--- src/hw/esfa_settings.svh ---
// table depth, index width, aggregate selector code and evaluation latency
`ifndef ESFA_SETTINGS_SVH
`define ESFA_SETTINGS_SVH

// ----------------------------------------------------------------------
// element tables
// ----------------------------------------------------------------------
`define ESFA_ENTRIES 8            // entries per table
`define ESFA_INDEX_BITS 3         // only the low bits of an index count

// ----------------------------------------------------------------------
// query decode
// ----------------------------------------------------------------------
`define ESFA_AGGREGATE_SELECTOR 8 // above this, bad selector

// selector update to valid combiner output
// table read takes one cycle, combine takes one
`define ESFA_EVAL_CYCLES 2

`endif

--- src/hw/hostLinkPkg.sv ---
// host link types: control byte, status byte, process FSM states
package hostLinkPkg;

  // ----------------------------------------------------------------------
  // byte layouts on the host link
  // ----------------------------------------------------------------------

  // control byte as delivered by the bridge
  typedef struct packed
  {
    logic [5:0] reserved;    // ignored
    logic       isMetadata;  // write goes to limit table
    logic       isMutating;  // write, else query
  } controlByte;

  // status byte sent back with every answer
  typedef struct packed
  {
    logic [5:0] reserved;    // always zero
    logic       badSelector; // selector above aggregate code
    logic       resultFlag;  // ack on writes, comparison flag on queries
  } statusByte;

  // ----------------------------------------------------------------------
  // process FSM
  // ----------------------------------------------------------------------
  typedef enum logic [2:0]
  {
    psIdle,      // waiting for dataReceived
    psEvaluate,  // table write or evaluation pipeline in flight
    psRequest,   // capture answer, raise transmitData
    psHold,      // spacer before clearDR
    psComplete,  // raise clearDR
    psRelease    // wait for host to drop dataReceived
  } processState;

endpackage

--- src/hw/esfaPkg.sv ---
// element table types: write strobe, table readout, evaluation result, command opcodes
`include "esfa_settings.svh"

package esfaPkg;

  // ----------------------------------------------------------------------
  // table side
  // ----------------------------------------------------------------------

  // single entry write, strobe lasts one cycle
  typedef struct packed
  {
    logic                        strobe;
    logic [`ESFA_INDEX_BITS-1:0] index;
    logic [7:0]                  data;
  } entryWrite;

  // registered output of either table
  typedef struct packed
  {
    logic [7:0] selected; // entry named by selector
    logic [7:0] reduced;  // max for values, min for limits
  } tableReadout;

  // ----------------------------------------------------------------------
  // combiner side
  // ----------------------------------------------------------------------
  typedef struct packed
  {
    logic       resultBool;  // value above limit
    logic [7:0] resultValue;
    logic       badSelector;
  } evalResult;

  // decoded command, from isMutating / isMetadata
  typedef enum logic [1:0]
  {
    opQuery,
    opWriteValue,
    opWriteLimit
  } commandOp;

endpackage

--- src/hw/sandboxProcess.sv ---
// host protocol FSM: command decode, table write strobes, selector register, answer formatting
`timescale 1ns/1ps
`include "esfa_settings.svh"

module sandboxProcess
(
  input  logic                   masterClock,
  input  logic                   reset,        // active low, sync
  input  logic                   dataReceived, // bridge has a command
  input  hostLinkPkg::controlByte control,
  input  logic [31:0]            inputData,    // selector, limit, value, index
  input  esfaPkg::evalResult     evaluation,   // from combiner
  output esfaPkg::entryWrite     valueWrite,
  output esfaPkg::entryWrite     limitWrite,
  output logic [7:0]             selector,
  output logic                   startPulse,   // to blink indicator
  output logic                   clearDR,
  output logic                   transmitData,
  output hostLinkPkg::statusByte status,
  output logic [31:0]            outputData
);

  hostLinkPkg::processState state;
  esfaPkg::commandOp        decodedOp; // from the incoming control byte
  esfaPkg::commandOp        currentOp; // held for the running command
  logic [1:0]               evalCount; // cycles left in psEvaluate

  // ----------------------------------------------------------------------
  // command decode
  // ----------------------------------------------------------------------
  always_comb
  begin
    if (!control.isMutating)
    begin
      decodedOp = esfaPkg::opQuery;
    end
    else if (control.isMetadata)
    begin
      decodedOp = esfaPkg::opWriteLimit; // metadata means limits
    end
    else
    begin
      decodedOp = esfaPkg::opWriteValue;
    end
  end

  // ----------------------------------------------------------------------
  // protocol FSM
  // ----------------------------------------------------------------------
  always_ff @(posedge masterClock)
  begin
    if (!reset)
    begin
      state        <= hostLinkPkg::psIdle;
      currentOp    <= esfaPkg::opQuery;
      evalCount    <= 2'd0;
      valueWrite   <= '0;
      limitWrite   <= '0;
      selector     <= 8'(`ESFA_AGGREGATE_SELECTOR); // park on aggregate
      startPulse   <= 1'b0;
      transmitData <= 1'b0;
      clearDR      <= 1'b0;
      status       <= '0;
      outputData   <= 32'h0;
    end
    else
    begin
      // single-cycle pulses by default
      valueWrite.strobe <= 1'b0;
      limitWrite.strobe <= 1'b0;
      startPulse        <= 1'b0;

      case (state)
        hostLinkPkg::psIdle:
        begin
          if (dataReceived)
          begin
            currentOp  <= decodedOp;
            startPulse <= 1'b1;
            case (decodedOp)
              esfaPkg::opWriteValue:
              begin
                valueWrite <= '{strobe: 1'b1,
                                index:  inputData[`ESFA_INDEX_BITS-1:0],
                                data:   inputData[15:8]};
                evalCount  <= 2'd0;     // one cycle, then answer
              end
              esfaPkg::opWriteLimit:
              begin
                limitWrite <= '{strobe: 1'b1,
                                index:  inputData[`ESFA_INDEX_BITS-1:0],
                                data:   inputData[23:16]};
                evalCount  <= 2'd0;
              end
              default:
              begin
                selector  <= inputData[31:24];
                evalCount <= 2'(`ESFA_EVAL_CYCLES - 1); // read + combine
              end
            endcase
            state <= hostLinkPkg::psEvaluate;
          end
        end

        hostLinkPkg::psEvaluate:
        begin
          if (evalCount == 2'd0)
          begin
            state <= hostLinkPkg::psRequest;
          end
          else
          begin
            evalCount <= evalCount - 2'd1;
          end
        end

        hostLinkPkg::psRequest:
        begin
          transmitData <= 1'b1;
          if (currentOp == esfaPkg::opQuery)
          begin
            status     <= '{reserved:    6'h0,
                            badSelector: evaluation.badSelector,
                            resultFlag:  evaluation.resultBool};
            outputData <= {evaluation.resultValue, 24'h0}; // result in top byte
          end
          else
          begin
            status     <= '{reserved: 6'h0, badSelector: 1'b0, resultFlag: 1'b1}; // ack
            outputData <= 32'h0;
          end
          state <= hostLinkPkg::psHold;
        end

        hostLinkPkg::psHold:
        begin
          state <= hostLinkPkg::psComplete;
        end

        hostLinkPkg::psComplete:
        begin
          clearDR <= 1'b1; // answer ready for the host
          state   <= hostLinkPkg::psRelease;
        end

        hostLinkPkg::psRelease:
        begin
          // host may hold dataReceived as long as it likes
          if (!dataReceived)
          begin
            transmitData <= 1'b0;
            clearDR      <= 1'b0;
            state        <= hostLinkPkg::psIdle;
          end
        end

        default:
        begin
          state <= hostLinkPkg::psIdle;
        end
      endcase
    end
  end

endmodule

--- src/hw/valueTable.sv ---
// value table: entry store, registered selected read, running maximum
`timescale 1ns/1ps
`include "esfa_settings.svh"

module valueTable
(
  input  logic                 masterClock,
  input  logic                 reset,
  input  esfaPkg::entryWrite   write,
  input  logic [7:0]           selector,
  output esfaPkg::tableReadout readout
);

  logic [7:0] entries [`ESFA_ENTRIES];
  logic [7:0] maxValue;

  // entry store, values start at zero
  always_ff @(posedge masterClock)
  begin
    if (!reset)
    begin
      for (int i = 0; i < `ESFA_ENTRIES; i++)
      begin
        entries[i] <= 8'h00;
      end
    end
    else if (write.strobe)
    begin
      entries[write.index] <= write.data;
    end
  end

  // largest entry across the table
  always_comb
  begin
    maxValue = entries[0];
    for (int i = 1; i < `ESFA_ENTRIES; i++)
    begin
      if (entries[i] > maxValue)
      begin
        maxValue = entries[i];
      end
    end
  end

  // readout refreshes every cycle
  always_ff @(posedge masterClock)
  begin
    readout.selected <= entries[selector[`ESFA_INDEX_BITS-1:0]]; // low bits only
    readout.reduced  <= maxValue;
  end

endmodule

--- src/hw/limitTable.sv ---
// limit table: entry store, registered selected read, running minimum
`timescale 1ns/1ps
`include "esfa_settings.svh"

module limitTable
(
  input  logic                 masterClock,
  input  logic                 reset,
  input  esfaPkg::entryWrite   write,
  input  logic [7:0]           selector,
  output esfaPkg::tableReadout readout
);

  logic [7:0] entries [`ESFA_ENTRIES];
  logic [7:0] minLimit;

  // limits start wide open
  always_ff @(posedge masterClock)
  begin
    if (!reset)
    begin
      for (int i = 0; i < `ESFA_ENTRIES; i++)
      begin
        entries[i] <= 8'hFF;
      end
    end
    else if (write.strobe)
    begin
      entries[write.index] <= write.data;
    end
  end

  // tightest limit across the table
  always_comb
  begin
    minLimit = entries[0];
    for (int i = 1; i < `ESFA_ENTRIES; i++)
    begin
      if (entries[i] < minLimit)
      begin
        minLimit = entries[i];
      end
    end
  end

  // readout refreshes every cycle
  always_ff @(posedge masterClock)
  begin
    readout.selected <= entries[selector[`ESFA_INDEX_BITS-1:0]];
    readout.reduced  <= minLimit; // paired with max value for aggregate
  end

endmodule

--- src/hw/resultCombiner.sv ---
// registered compare of value and limit readouts into the evaluation result
`timescale 1ns/1ps
`include "esfa_settings.svh"

module resultCombiner
(
  input  logic                 masterClock,
  input  logic                 reset,
  input  logic [7:0]           selector,
  input  esfaPkg::tableReadout values,
  input  esfaPkg::tableReadout limits,
  output esfaPkg::evalResult   result
);

  // readouts lag the selector by one cycle
  logic [7:0] selectorDelayed;

  always_ff @(posedge masterClock)
  begin
    if (!reset)
    begin
      selectorDelayed <= 8'(`ESFA_AGGREGATE_SELECTOR);
      result          <= '0;
    end
    else
    begin
      selectorDelayed <= selector;

      if (selectorDelayed < `ESFA_AGGREGATE_SELECTOR)
      begin
        // single entry
        result <= '{resultBool:  values.selected > limits.selected,
                    resultValue: values.selected,
                    badSelector: 1'b0};
      end
      else if (selectorDelayed == `ESFA_AGGREGATE_SELECTOR)
      begin
        // aggregate: largest value vs smallest limit
        result <= '{resultBool:  values.reduced > limits.reduced,
                    resultValue: values.reduced,
                    badSelector: 1'b0};
      end
      else
      begin
        result <= '{resultBool: 1'b0, resultValue: 8'h00, badSelector: 1'b1}; // out of range
      end
    end
  end

endmodule

--- src/hw/activityIndicator.sv ---
// slow clock synchronizer and blink FSM driving rxIndicator
`timescale 1ns/1ps

module activityIndicator
(
  input  logic masterClock,
  input  logic reset,
  input  logic slowClock,   // unrelated slow clock, sampled as data
  input  logic startPulse,  // one cycle, command started
  output logic rxIndicator
);

  typedef enum logic [2:0]
  {
    blIdle,      // waiting for a start
    blArmed,     // wait for slow high
    blAwaitFall, // light on next low
    blLit,       // wait for slow high again
    blAwaitOff   // dark on next low
  } blinkState;

  blinkState  state;
  logic       slowMeta;  // first sync stage
  logic       slowSync;

  // ----------------------------------------------------------------------
  // two-flop synchronizer
  // ----------------------------------------------------------------------
  always_ff @(posedge masterClock)
  begin
    if (!reset)
    begin
      slowMeta <= 1'b0;
      slowSync <= 1'b0;
    end
    else
    begin
      slowMeta <= slowClock;
      slowSync <= slowMeta;
    end
  end

  // ----------------------------------------------------------------------
  // blink FSM, starts inside a blink are dropped
  // ----------------------------------------------------------------------
  always_ff @(posedge masterClock)
  begin
    if (!reset)
    begin
      state       <= blIdle;
      rxIndicator <= 1'b0;
    end
    else
    begin
      case (state)
        blIdle:
        begin
          if (startPulse)
          begin
            state <= blArmed;
          end
        end
        blArmed:
        begin
          if (slowSync)
          begin
            state <= blAwaitFall;
          end
        end
        blAwaitFall:
        begin
          if (!slowSync)
          begin
            rxIndicator <= 1'b1; // led on
            state       <= blLit;
          end
        end
        blLit:
        begin
          if (slowSync)
          begin
            state <= blAwaitOff;
          end
        end
        blAwaitOff:
        begin
          if (!slowSync)
          begin
            rxIndicator <= 1'b0;
            state       <= blIdle;
          end
        end
        default:
        begin
          rxIndicator <= 1'b0;
          state       <= blIdle;
        end
      endcase
    end
  end

endmodule

--- src/hw/sandboxTop.sv ---
// top level: process FSM, value and limit tables, combiner, activity indicator
`timescale 1ns/1ps

module sandboxTop
(
  input  logic                   masterClock,
  input  logic                   reset,
  input  logic                   slowClock,
  input  logic                   dataReceived,
  input  hostLinkPkg::controlByte control,
  input  logic [31:0]            inputData,
  output logic                   clearDR,
  output logic                   transmitData,
  output logic                   rxIndicator,
  output hostLinkPkg::statusByte status,
  output logic [31:0]            outputData
);

  esfaPkg::entryWrite   valueWrite;
  esfaPkg::entryWrite   limitWrite;
  esfaPkg::tableReadout valueReadout;
  esfaPkg::tableReadout limitReadout;
  esfaPkg::evalResult   evaluation;
  logic [7:0]           selector;   // shared by both tables and combiner
  logic                 startPulse;

  // ----------------------------------------------------------------------
  // host protocol
  // ----------------------------------------------------------------------
  sandboxProcess process
  (
    .masterClock  (masterClock),
    .reset        (reset),
    .dataReceived (dataReceived),
    .control      (control),
    .inputData    (inputData),
    .evaluation   (evaluation),
    .valueWrite   (valueWrite),
    .limitWrite   (limitWrite),
    .selector     (selector),
    .startPulse   (startPulse),
    .clearDR      (clearDR),
    .transmitData (transmitData),
    .status       (status),
    .outputData   (outputData)
  );

  // ----------------------------------------------------------------------
  // tables side by side, merged in the combiner
  // ----------------------------------------------------------------------
  valueTable values
  (
    .masterClock (masterClock),
    .reset       (reset),
    .write       (valueWrite),
    .selector    (selector),
    .readout     (valueReadout)
  );

  limitTable limits
  (
    .masterClock (masterClock),
    .reset       (reset),
    .write       (limitWrite),
    .selector    (selector),
    .readout     (limitReadout)
  );

  resultCombiner combiner
  (
    .masterClock (masterClock),
    .reset       (reset),
    .selector    (selector),
    .values      (valueReadout),
    .limits      (limitReadout),
    .result      (evaluation)
  );

  activityIndicator indicator
  (
    .masterClock (masterClock),
    .reset       (reset),
    .slowClock   (slowClock),
    .startPulse  (startPulse),
    .rxIndicator (rxIndicator)
  );

endmodule

--- config.mk ---
export PLATFORM = sky130hd
export DESIGN_NAME = sandboxTop
export DESIGN_NICKNAME = d
export VERILOG_FILES = /design/src/hw/hostLinkPkg.sv /design/src/hw/esfaPkg.sv /design/src/hw/sandboxProcess.sv /design/src/hw/valueTable.sv /design/src/hw/limitTable.sv /design/src/hw/resultCombiner.sv /design/src/hw/activityIndicator.sv /design/src/hw/sandboxTop.sv
export VERILOG_INCLUDE_DIRS = /design/src /design/src/hw
export SDC_FILE = /design/constraint.sdc
export NUM_CORES = 1
export LEC_CHECK = 0
export ABC_AREA = 1
export BUFFER_PORTS_ARGS = -buffer_cell sky130_fd_sc_hd__buf_2
export CAP_MARGIN = 20
export CORE_ASPECT_RATIO = 2
export CORE_MARGIN = 1.5
export CORE_UTILIZATION = 30
export DETAILED_ROUTE_END_ITERATION = 8
export PLACE_DENSITY_LB_ADDON = 0.1
export SETUP_SLACK_MARGIN = 0.4
export SLEW_MARGIN = 10
export SYNTH_ARGS = -nofsm -noshare
export SYNTH_HDL_FRONTEND = slang
export SYNTH_HIERARCHICAL = 1
export SYNTH_SLANG_ARGS = --single-unit
--- constraint.sdc ---
create_clock -name masterClock -period 12.1 [get_ports masterClock]
set_clock_uncertainty 0.1 [all_clocks]
set_input_delay 0 -clock masterClock [delete_from_list [all_inputs] [get_ports masterClock]]
set_output_delay 0 -clock masterClock [all_outputs]
set_load 0.005 [all_outputs]
==> impl_metrics.yaml <==
synth:
  postSynthCellCount: 1795
  yosysSeqAreaShare: 0.430
  yosys_warnings: 6
  avgSynthCellArea_um2: 7.78
  synth_edf_count: 128
  ys_ff_latch: 236
  synth_flop_cell: "edfxtp_1"
  postSynth.asyncResetShare: 0
  yosysUniqueCellTypes: 41
  netlist_area_mm2: 0.0140
drt:
  wl_met3_um: 1030
  route.detailed.drc: 0
  drt-total-wl_um: 45500
  wl_per_cell_um: 18.3
  routed_via_density: 4.78
  wl_met1_um: 14900
  highest_layer: "met5"
  dr.first_iter.drc_count: 585
  antenna_left: 0
  vias: 11800
  wl_met2_um: 27600
  first_pass_iters: 5
power_and_ir_drop:
  ir_worst_vdd_mv: 0.0828
  p_sw_frac: 0.358
  clock_power_share: 0.307
  p_sw_mw: 0.865
  powerDensity_mw_per_mm2: 150
  pwr-share-comb: 0.298
  p_int_mw: 1.55
  pwr-share-seq: 0.395
  leakagePower_nw: 7.11
setup_path:
  crit_type: "reg -> reg"
  cp-start-kind: "flip-flop"
  endpoint_kind: "flip-flop"
  timing.rr.start: "limits/entries[1][7]"
  required_ns: 12.42
  crit_fanout: 15
  crit_start: "limits/entries[1][7]"
  slowest_stage: "a211oi_2"
  max_stage_delay_ns: 0.55
  cp.arrival_ns: 10.87
floorplan:
  dieArea_mm2: 0.0479
  fp.dieH_um: 308
  start_util: 0.305
  die_w_um: 156
  pin_count: 87
  row_count: 111
  design.core.area_mm2: 0.0458
clock_network:
  cts.path.max_buffers: 3
  cts.sinks: 236
  clk_latency_ns: 0.54
  cts_buffers: 24
  cts_root_buf: "clkbuf_16"
  post_cts_buffers: 0
  cts_tree: "yes"
  path_clk_slew_ns: 0.07
  h-tree-depth: 1
global_route:
  antenna_found_initial: 1
  grt_usage: 0.192
  grt_pass1_vias: 11800
  grt_max_degree: 41
  grt_overflow: 0
  grt_pass1_wl_um: 68400
sta:
  hold_viol: 0
  worst_slew_pin_slew_ns: 1.01
  fin_tns_setup_ns: 0
  maxSlewViolCount: 0
  slew_headroom: 0.327
  max_freq_ghz: 0.0948
  setup_viol: 0
  min_period_over_period: 0.872
  rsz0062_at_grt: "no"
  min_period_ns: 10.55
hold_path:
  hp-class: "in -> reg"
  min-delay-start: "inputData[0]"
place:
  gp_congestion: 0.854
  dp_hpwl_um: 35700
  portBuffers: 45
finish:
  num_antenna_cells: 0
  final_nets: 2045
  final_core_util: 0.351
  num-fill-cells: 4952
  drive_gt1_frac: 0.100
  syn_to_final_growth_pct: 15.1
run_status:
  status: "finished, final reports clean"
flow_run:
  maxCapViolations: 0
==> worst max-delay path, delay by kind of cell (launching register included) <==
family	cells	cell delay (ns)
buf+inv	2	0.07
flops	1	0.41
simple gates	20	2.36
compound gates	17	5.26
fa+ha+maj	7	2.20
==> repair_timing <==
action,CTS,global route
endpoints found under the hold margin,52,0
resized for setup,0,1
setup endpoints to repair,0,8
hold buffers,62,0
==> cell families after synthesis <==
family          Yosys count  synth area share
buf+inv                 270            0.0836
other cells               1          0.000269
flops                   236             0.430
fa+ha+maj               105            0.0941
simple gates            870             0.270
compound gates          313             0.122
==> Yosys cell counts (all sizes together), types with 10 or more instances <==
| master | count | area share |
|---|---|---|
| ha | 105 | 0.094 |
| dfxtp | 108 | 0.15 |
| o21bai | 10 | 0.0054 |
| o21ai | 168 | 0.060 |
| edfxtp | 128 | 0.28 |
| a21oi | 90 | 0.033 |
| nand2 | 489 | 0.15 |
| nand3b | 14 | 0.0075 |
| inv | 189 | 0.051 |
| nor2 | 253 | 0.072 |
| buf | 39 | 0.021 |
| a211oi | 11 | 0.0066 |
| nand3 | 101 | 0.037 |
| a31oi | 17 | 0.0076 |
| clkbuf | 36 | 0.0097 |
==> path summary, 6_finish.rpt <==
path              cells after the start  slack [ns]                     to
setup / recovery                     46        1.55      limits/readout[6]
hold / removal                        4        0.19  process/valueWrite[8]
setup reg to reg                     46        1.55      limits/readout[6]
hold reg to reg                       2        0.32     indicator/slowSync
==> final cells by class <==
| cell class | instances | area, um^2 | area share |
|---|---|---|---|
| multi-input cells | 1318 | 6910 | 0.430 |
| flip-flops and latches | 236 | 6010 | 0.374 |
| repair buffers | 121 | 938 | 0.0584 |
| inverters | 195 | 737 | 0.0459 |
| well taps | 565 | 707 | 0.0440 |
| clock buffers | 29 | 672 | 0.0418 |
| clock inverters | 15 | 105 | 0.00654 |
==> cells in the final DEF, fill, tap and decap left out, types with 4 or more instances in the layout <==
master / n
nand4_1: 5
edfxtp_1: 128
nor2_4: 5
clkinv_1: 5
nand3b_1: 14
nor2_1: 241
dlygate4sd3_1: 62
nand2_2: 34
inv_1: 174
nand2_4: 15
nand3_1: 100
o22ai_1: 5
a21oi_1: 87
conb_1: 30
o21bai_1: 10
o21ai_1: 9
buf_4: 9
nor2_2: 7
a211oi_1: 8
o21ai_0: 159
inv_2: 15
buf_2: 49
a31oi_1: 17
clkinv_2: 7
a221oi_1: 5
clkinv_4: 4
dfxtp_1: 107
nand2_1: 440
clkbuf_16: 26
ha_1: 105
==> per-layer routing <==
metal	up-vias	GRT usage
li1	6066	-
met5	-	0
met4	2	0.0828
met3	82	0.0142
met2	195	0.421
met1	5500	0.170
==> power groups by stage <==
stage / clock, mW / combinational [mW] / sequential [mW]
after floorplan: 0 / 0.536 / 0.948
after global placement: 0 / 0.701 / 0.973
after detailed placement: 0 / 0.711 / 0.972
after CTS: 0.768 / 0.731 / 0.955
after global routing: 0.794 / 0.832 / 0.959
final: 0.742 / 0.721 / 0.953
==> stage by stage <==
| stage | std cells | setup slack, ns | total power [mW] | hold WS [ns] | cell area [um^2] |
|---|---|---|---|---|---|
| 2_1_floorplan | 1824 | 2.57 | 1.48 | -0.00655 | 14100 |
| 3_3_place_gp | 2368 | 1.43 | 1.67 | 0.0849 | 14600 |
| 3_5_place_dp | 2369 | 1.33 | 1.68 | 0.0877 | 14700 |
| 4_1_cts | 2475 | 1.27 | 2.45 | 0.185 | 16000 |
| 5_1_grt | 2479 | 0.498 | 2.58 | 0.231 | 16100 |
| 6_report | 2479 | 1.55 | 2.42 | 0.194 | 16100 |
==> registers in the layout, indices dropped and copies added (netlist names), 8 cells and up <==
register and flops:
combiner/result 10, combiner/selectorDelayed 8, limits/entries 64, limits/readout 16, process/limitWrite 12, process/outputData 8, process/selector 8, process/valueWrite 12
values/entries 64, values/readout 16
Note: power is estimated with default switching activity, not from simulation.
